`src/cache_pkg.sv`:
```
package cache_pkg;

    // cache geometry
    localparam int s_word   = 256;   // line width in bits
    localparam int s_mask   = 32;    // one enable per byte lane
    localparam int s_offset = 5;
    localparam int s_index  = 4;
    localparam int s_tag    = 23;    // 32 - index - offset
    localparam int s_wayidx = 2;
    localparam int num_ways = 4;
    localparam int num_sets = 16;

    // target way for data and dirty writes
    typedef enum logic {
        way_hit    = 1'b0,
        way_victim = 1'b1
    } way_sel_t;

    // source of a data array write
    typedef enum logic {
        data_cpu = 1'b0,   // cpu word, cpu byte enables
        data_mem = 1'b1    // memory line, all lanes
    } data_sel_t;

    // tag field of the physical address
    typedef enum logic {
        pmad_req    = 1'b0,
        pmad_victim = 1'b1
    } pmad_sel_t;

    // strobes and selects from the controller
    typedef struct packed {
        logic      ld_valid;
        logic      ld_dirty;
        logic      ld_tag;
        logic      ld_data;
        logic      ld_plru;
        logic      dirty_val;
        way_sel_t  dirty_wsel;
        way_sel_t  data_wsel;
        data_sel_t data_sel;
        pmad_sel_t pmad_sel;
    } cache_ctrl_t;

    typedef struct packed {
        logic hit;
        logic victim_dirty;   // victim is valid and modified
    } cache_stat_t;

endpackage

```
`src/cache_control.sv`:
```
`timescale 1ns/1ps

module cache_control (
    input  logic                   clk,
    input  logic                   rst,

    input  logic                   mem_read,
    input  logic                   mem_write,
    output logic                   mem_resp,

    output logic                   pmem_read,
    output logic                   pmem_write,
    input  logic                   pmem_resp,

    input  cache_pkg::cache_stat_t stat,
    output cache_pkg::cache_ctrl_t ctrl
);

    typedef enum logic [2:0] {
        st_idle,
        st_compare,
        st_writeback,
        st_allocate,
        st_settle
    } state_t;

    state_t state;
    state_t state_next;

    always_ff @(posedge clk) begin
        if (rst) state <= st_idle;
        else     state <= state_next;
    end

    always_comb begin
        ctrl       = '0;
        mem_resp   = 1'b0;
        pmem_read  = 1'b0;
        pmem_write = 1'b0;
        state_next = state;

        case (state)
            st_idle: begin
                // arrays need one cycle on the new index before compare
                if (mem_read | mem_write) state_next = st_settle;
            end

            st_settle: state_next = st_compare;

            st_compare: begin
                if (stat.hit) begin
                    mem_resp     = 1'b1;
                    ctrl.ld_plru = 1'b1;
                    if (mem_write) begin
                        ctrl.ld_data    = 1'b1;
                        ctrl.data_sel   = cache_pkg::data_cpu;
                        ctrl.data_wsel  = cache_pkg::way_hit;
                        ctrl.ld_dirty   = 1'b1;
                        ctrl.dirty_val  = 1'b1;
                        ctrl.dirty_wsel = cache_pkg::way_hit;
                    end
                    state_next = st_idle;
                end else if (stat.victim_dirty) begin
                    state_next = st_writeback;
                end else begin
                    state_next = st_allocate;
                end
            end

            st_writeback: begin
                pmem_write    = 1'b1;
                ctrl.pmad_sel = cache_pkg::pmad_victim;   // address of the old line
                if (pmem_resp) state_next = st_allocate;
            end

            st_allocate: begin
                pmem_read     = 1'b1;
                ctrl.pmad_sel = cache_pkg::pmad_req;
                if (pmem_resp) begin
                    ctrl.ld_data    = 1'b1;
                    ctrl.data_sel   = cache_pkg::data_mem;
                    ctrl.data_wsel  = cache_pkg::way_victim;
                    ctrl.ld_tag     = 1'b1;
                    ctrl.ld_valid   = 1'b1;
                    ctrl.ld_dirty   = 1'b1;   // fresh line is clean
                    ctrl.dirty_val  = 1'b0;
                    ctrl.dirty_wsel = cache_pkg::way_victim;
                    state_next      = st_settle;
                end
            end

            default: state_next = st_idle;
        endcase
    end

    a_resp_no_pmem: assert property (
        @(posedge clk) disable iff (rst)
        mem_resp |-> !(pmem_read || pmem_write)
    ) else $error("mem_resp while a memory request is open");

    a_pmem_excl: assert property (
        @(posedge clk) disable iff (rst)
        !(pmem_read && pmem_write)
    ) else $error("pmem_read and pmem_write both high");

endmodule

```
`config.mk`:
```
export PLATFORM = sky130hd
export DESIGN_NAME = cache_control
export DESIGN_NICKNAME = d
export VERILOG_FILES = /design/src/cache_pkg.sv /design/src/cache_control.sv
export SDC_FILE = /design/constraint.sdc
export NUM_CORES = 1
export LEC_CHECK = 0
export ABC_AREA = 1
export BUFFER_PORTS_ARGS = -buffer_cell sky130_fd_sc_hd__buf_4
export CORE_AREA = 2 2 39 41
export DETAILED_ROUTE_END_ITERATION = 16
export DIE_AREA = 0 0 41 43
export HOLD_SLACK_MARGIN = 0.12
export PLACE_DENSITY_LB_ADDON = 0.3
export SLEW_MARGIN = 20
export SYNTH_ARGS = -nofsm -noshare
export SYNTH_HDL_FRONTEND = slang
export SYNTH_SLANG_ARGS = --single-unit
```
`constraint.sdc`:
```
create_clock -name clk -period 1.04 [get_ports clk]
set_input_delay 0.156 -clock clk [delete_from_list [all_inputs] [get_ports clk]]
set_output_delay 0.156 -clock clk [all_outputs]
set_load 0.005 [all_outputs]
```
==> results of run 1 <==
[cell usage in the layout (no fill, tap or decap), types with 2 or more instances in the layout]
| cell | Yosys | layout |
|---|---|---|
| buf_4 | 7 | 24 |
| nand2_1 | 8 | 6 |
| buf_6 | 0 | 5 |
| nor2_1 | 6 | 4 |
| inv_1 | 5 | 3 |
| nand3_4 | 0 | 3 |
| nor2_4 | 0 | 3 |
| clkbuf_4 | 0 | 3 |
| inv_2 | 2 | 2 |
| nand2_2 | 1 | 2 |
| nand3_2 | 1 | 2 |
| dfxtp_4 | 0 | 2 |
[what timing repair did]
item / in CTS / in global routing
endpoints found under the setup margin: 13 / 16
pin swaps: 3 / 7
gates resized for setup: 15 / 13
hold buffers: 1 / 0
setup buffers: 5 / 5
hold endpoints to repair: 2 / 0
[routing by layer]
metal  up-vias  GRT usage [%]
li1        196              -
met1       168           6.75
met2        15           17.5
met3         0           4.71
met4         0           4.00
met5         -              0
[area by class of cell]
class / instances / area share [%]
Clock buffer: 4 / 4.17
Inverter: 8 / 5.96
Multi-Input combinational cell: 28 / 36.6
Sequential cell: 3 / 10.9
Tap cell: 16 / 3.18
Timing Repair Buffer: 30 / 39.2
[worst reg2reg max path, delay by kind of cell, from the launching register on]
| family | cells | cell delay, ps |
|---|---|---|
| buffers and inverters | 4 | 470 |
| flip-flops | 1 | 350 |
| AND/OR/NAND/NOR | 3 | 230 |
| AO/OA/AOI/OAI | 1 | 40 |
[through the flow]
stage / power, W / util (%)
5_1_grt: 0.000781 / 45.5
4_1_cts: 0.000625 / 38.9
3_3_place_gp: 0.000335 / 29.8
2_1_floorplan: 0.000278 / -
3_5_place_dp: 0.000333 / 29.8
6_report: 0.000730 / 45.5
[report_power, final]
group | switching [W] | total [W] | leakage (nW) | internal (W)
clock | 0.0000560 | 0.000200 | 0.0150 | 0.000144
combinational | 0.000172 | 0.000362 | 0.255 | 0.000190
sequential | 0.0000293 | 0.000168 | 0.0264 | 0.000138
[worst max path at each step]
stage               slack, ps                  start    endpoint  cells after the start
floorplan                   2  state[0]$_SDFFE_PP0P_     ctrl[8]                      3
global placement           -3  state[0]$_SDFFE_PP0P_     ctrl[8]                      3
detailed placement        -20  state[0]$_SDFFE_PP0P_     ctrl[8]                      3
CTS                      -170  state[2]$_SDFFE_PP0P_     ctrl[8]                      4
global route             -210  state[2]$_SDFFE_PP0P_     ctrl[6]                      4
finish                   -160  state[2]$_SDFFE_PP0P_  pmem_write                      5
[kinds of logic after synthesis]
kind of cell           count (synthesis)  synth area share, %
AOI/OAI and AO/OA                      5                 11.9
buffers and inverters                 15                 29.2
DFF                                    3                 21.2
and+or+nand+nor                       23                 37.6
==> results.cfg, run 1 <==
[critical_path]
crit_family = buffers and inverters
cpMostUsedCell = buf_4
crit_buf_inv = 4
rr_worst_depth = 8
r2r_setup_slack_ps = -150
setup.worst_path.start_class = flip-flop
required_ps = 880
critPathMaxStageDelay_ps = 350
arrival_ps = 1040
crit_type = reg -> out
rr_endpoint = state[0]$_SDFFE_PP0P_
crit_path_top_delay_cell = dfxtp_2
critPathMaxFanout = 5
crit_chain = clkinv_4, buf_4, nand3_4, inv_2, buf_4
r2r-start = state[2]$_SDFFE_PP0P_
end_kind = output port

[timing]
period_minus_slack_ps = 1200
final.period_utilization_pct = 115
worstMarginPinSlew_ps = 250
setup_viol = 16
grt_setup_unrepaired = yes
fin_tns_setup_ps = -2020
maxSlewViolCount = 0
hold-worst-slack_ps = 237
fin_ws_ps = -157
skew_ps = 0.774
relSlewSlack_pct = 83.3
hold_violations = 0
fmax_mhz = 835

[floorplanning]
core_area_um2 = 1380
fp.dieH_um = 43
start_util_pct = 20.4
ios = 20
die_area_um2 = 1760
num_rows = 14
die_w_um = 41

[cells_and_area]
area_delta_synth_final_pct = 123
top_register = state
regArea_um2 = 68.8
fillers = 131
drive_gt1_share_pct = 74.0
postLayoutCellArea_um2 = 629
layout.cells.non_filler = 89
largest_register_ffs = 3
layout.nets = 81
n_antenna_cell = 0
top_regs = state (3)
multi_input_area_um2 = 230

[route]
met3_wirelength_um = 70
drc = 0
ant_nets = 0
drt_iter0_drc = 2
routedWlPerCell_um = 9.74
viasPerCell = 4.26
vias = 379
drtPass1Iterations = 2
routed.top_layer = met3
wl_met2_um = 515
met1_length_um = 281
wl_um = 867

[global_route]
grt_pass1_wl_mm = 1.08
gr-total-overflow = 0
gr-usage-all-layers_pct = 9.24
antenna_found_initial = 0
grt_max_degree = 7
grt_pass1_vias = 306

[clock_tree]
cts-root-buf = clkbuf_4
clk_pin_slew_worst_paths_ps = 40
cts_buffers = 3
cts.sinks = 3
clk_path_buf_depth = 2
cts_tree = built
clk_latency_ps = 230
htree_levels = 1

[logic_synthesis]
synth_top_cell_by_area = dfxtp_1
yosys-top-cells-area = dfxtp_1, buf_4, nand2_1
synthCells = 46
yosysWarnings = 0
syn_area_per_cell_um2 = 6.15
ys.flop_type = dfxtp_1
yosysMostFrequentCell = nand2_1
yosys-top-cells-count = nand2_1, buf_4, nor2_1
synth_fp_nets = 53
synth_edf_count = 0
ys_seq_area_share_pct = 21.2
ys_types = 16
synth_top_area_share_pct = 21.2
ys_async_sr_fraction_pct = 0
ys_seq_elements = 3
syn-cell-area_um2 = 283

[placed_design]
place_worst_setup_slack_ps = -19.7
place_area_um2 = 413
post-place-cells = 74
hpwl_um = 524
io_buffers = 19
gp_congestion = 0.685

[run_status]
status = finished with violations
violations = negative setup slack

[min_path]
worstHoldPathType = in -> reg
min-delay-start = stat[1]
holdPathEnd = state[1]$_SDFFE_PP0P_
min_path_cells = 4

[power]
power_density_nw_per_um2 = 1160
irDropWorstVdd_mv = 0.555
power.leakage_nw = 0.297

[run]
drv_cap = 0
Power figures use the tool's default switching activity.
==> run 2, diff against run 1 <==
- TNS_END_PERCENT: unset -> 30
==> results.cfg, run 2 (synthesis results as in run 1) <==
[floorplanning]
fp.dieH_um = 43
die_w_um = 41
die_area_um2 = 1760
ios = 20
start_util_pct = 20.4
num_rows = 14
core_area_um2 = 1380

[timing]
worstMarginPinSlew_ps = 247
relSlewSlack_pct = 83.5
period_minus_slack_ps = 1210
setup_viol = 14
skew_ps = 1.70
hold_violations = 0
fmax_mhz = 830
maxSlewViolCount = 0
grt_setup_unrepaired = yes
hold-worst-slack_ps = 241
fin_ws_ps = -165
final.period_utilization_pct = 116

[critical_path]
critPathMaxFanout = 7
r2r_setup_slack_ps = -10
required_ps = 880
setup.worst_path.start_class = flip-flop
critPathMaxStageDelay_ps = 400
arrival_ps = 1050
crit_path_top_delay_cell = dfxtp_4
end_kind = output port
crit_type = reg -> out
crit_chain = nand3_4, o22ai_4, buf_6

[placed_design]
place_worst_setup_slack_ps = -19.7
io_buffers = 19
hpwl_um = 524
gp_congestion = 0.685

[global_route]
antenna_found_initial = 0
grt_pass1_vias = 276
gr-total-overflow = 0
grt_pass1_wl_um = 924
grt_max_degree = 8
gr-usage-all-layers_pct = 7.93

[run_status]
violations = negative setup slack
status = finished with violations

[route]
met1_length_um = 229
drtPass1Iterations = 1
met3_wirelength_um = 69
wl_um = 682
drc = 0
drt_iter0_drc = 0
viasPerCell = 4.22
ant_nets = 0
vias = 346
routed.top_layer = met3
routedWlPerCell_um = 8.32
wl_met2_um = 383

[clock_tree]
htree_levels = 1
clk_pin_slew_worst_paths_ps = 30
cts-root-buf = clkbuf_4
clk_path_buf_depth = 2
clk_latency_ps = 230
cts_tree = built
cts.sinks = 3
cts_buffers = 3

[power]
power_density_nw_per_um2 = 1150
irDropWorstVdd_mv = 0.526
power.leakage_nw = 0.249
total_power_w = 0.000603

[cells_and_area]
top_regs = state (3)
fillers = 150
area_delta_synth_final_pct = 85.4
drive_gt1_share_pct = 60.6
layout_commonest_cell = buf_4
most-common-layout-cells = buf_4, nand2_1
layout.nets = 74
largest_register_ffs = 3
n_antenna_cell = 0
top_register = state

[min_path]
worstHoldPathType = in -> reg

[run]
drv_cap = 0
## run 2: changes by cell type in the layout (fill, tap and decap cells not counted), moves of 2 or more
cell,previous run,this run
buf_4,24,18
nor2_2,1,3
nand2_1,6,8
nand3_1,1,4
nand3_2,2,0
nor2_4,3,1
## run 2: worst max-delay path: cells and delay by family (launching register included)
family | cells | cell delay [ps]
and+or+nand+nor | 1 | 120
DFF | 1 | 400
AOI/OAI and AO/OA | 1 | 180
buffers and inverters | 1 | 120
## run 2: area by class of cell
class	count	area, um^2	area share, %
inverter	8	35.0	6.68
tap	16	20.0	3.82
clock buffer	4	26.3	5.01
multi-input combinational	28	184	35.1
sequential	3	68.8	13.1
timing repair buffer	23	190	36.3
## run 2: through the flow
step / instance area (um^2) / utilization (%) / setup TNS (ps) / instances
finish: 524 / 37.9 / -1590 / 82
global route: 524 / 37.9 / -2460 / 82
CTS: 495 / 35.8 / -1700 / 81
detailed placement: 413 / 29.8 / -70.7 / 74
global placement: 413 / 29.8 / -5.78 / 74
floorplan: 303 / - / 0 / 46
## run 2: power by group
group | internal, W | total, W | leakage [nW] | switching [W]
sequential | 0.000139 | 0.000172 | 0.0264 | 0.0000331
combinational | 0.000119 | 0.000232 | 0.208 | 0.000113
clock | 0.000144 | 0.000200 | 0.0150 | 0.0000564
## run 2: worst paths after layout
check | to | startpoint | cells past startpoint
min reg2reg | state[1]$_SDFFE_PP0P_ | state[1]$_SDFFE_PP0P_ | 2
max | ctrl[8] | state[1]$_SDFFE_PP0P_ | 3
min | state[1]$_SDFFE_PP0P_ | stat[1] | 4
max reg2reg | state[1]$_SDFFE_PP0P_ | state[1]$_SDFFE_PP0P_ | 6
## run 2: per-layer routing
metal	vias to the layer above	track usage [%]
met5	-	0
met4	0	4.00
met3	0	4.71
met2	15	14.4
met1	151	5.79
li1	180	-
## run 2: timing repair
action | 4_1_cts | 5_1_grt
setup endpoints to repair | 13 | 14
setup buffers | 2 | 1
endpoints found under the hold margin | 2 | 0
pin swaps | 3 | 2
cloned | 0 | 0
gates resized for setup | 10 | 5
hold buffers | 1 | 0
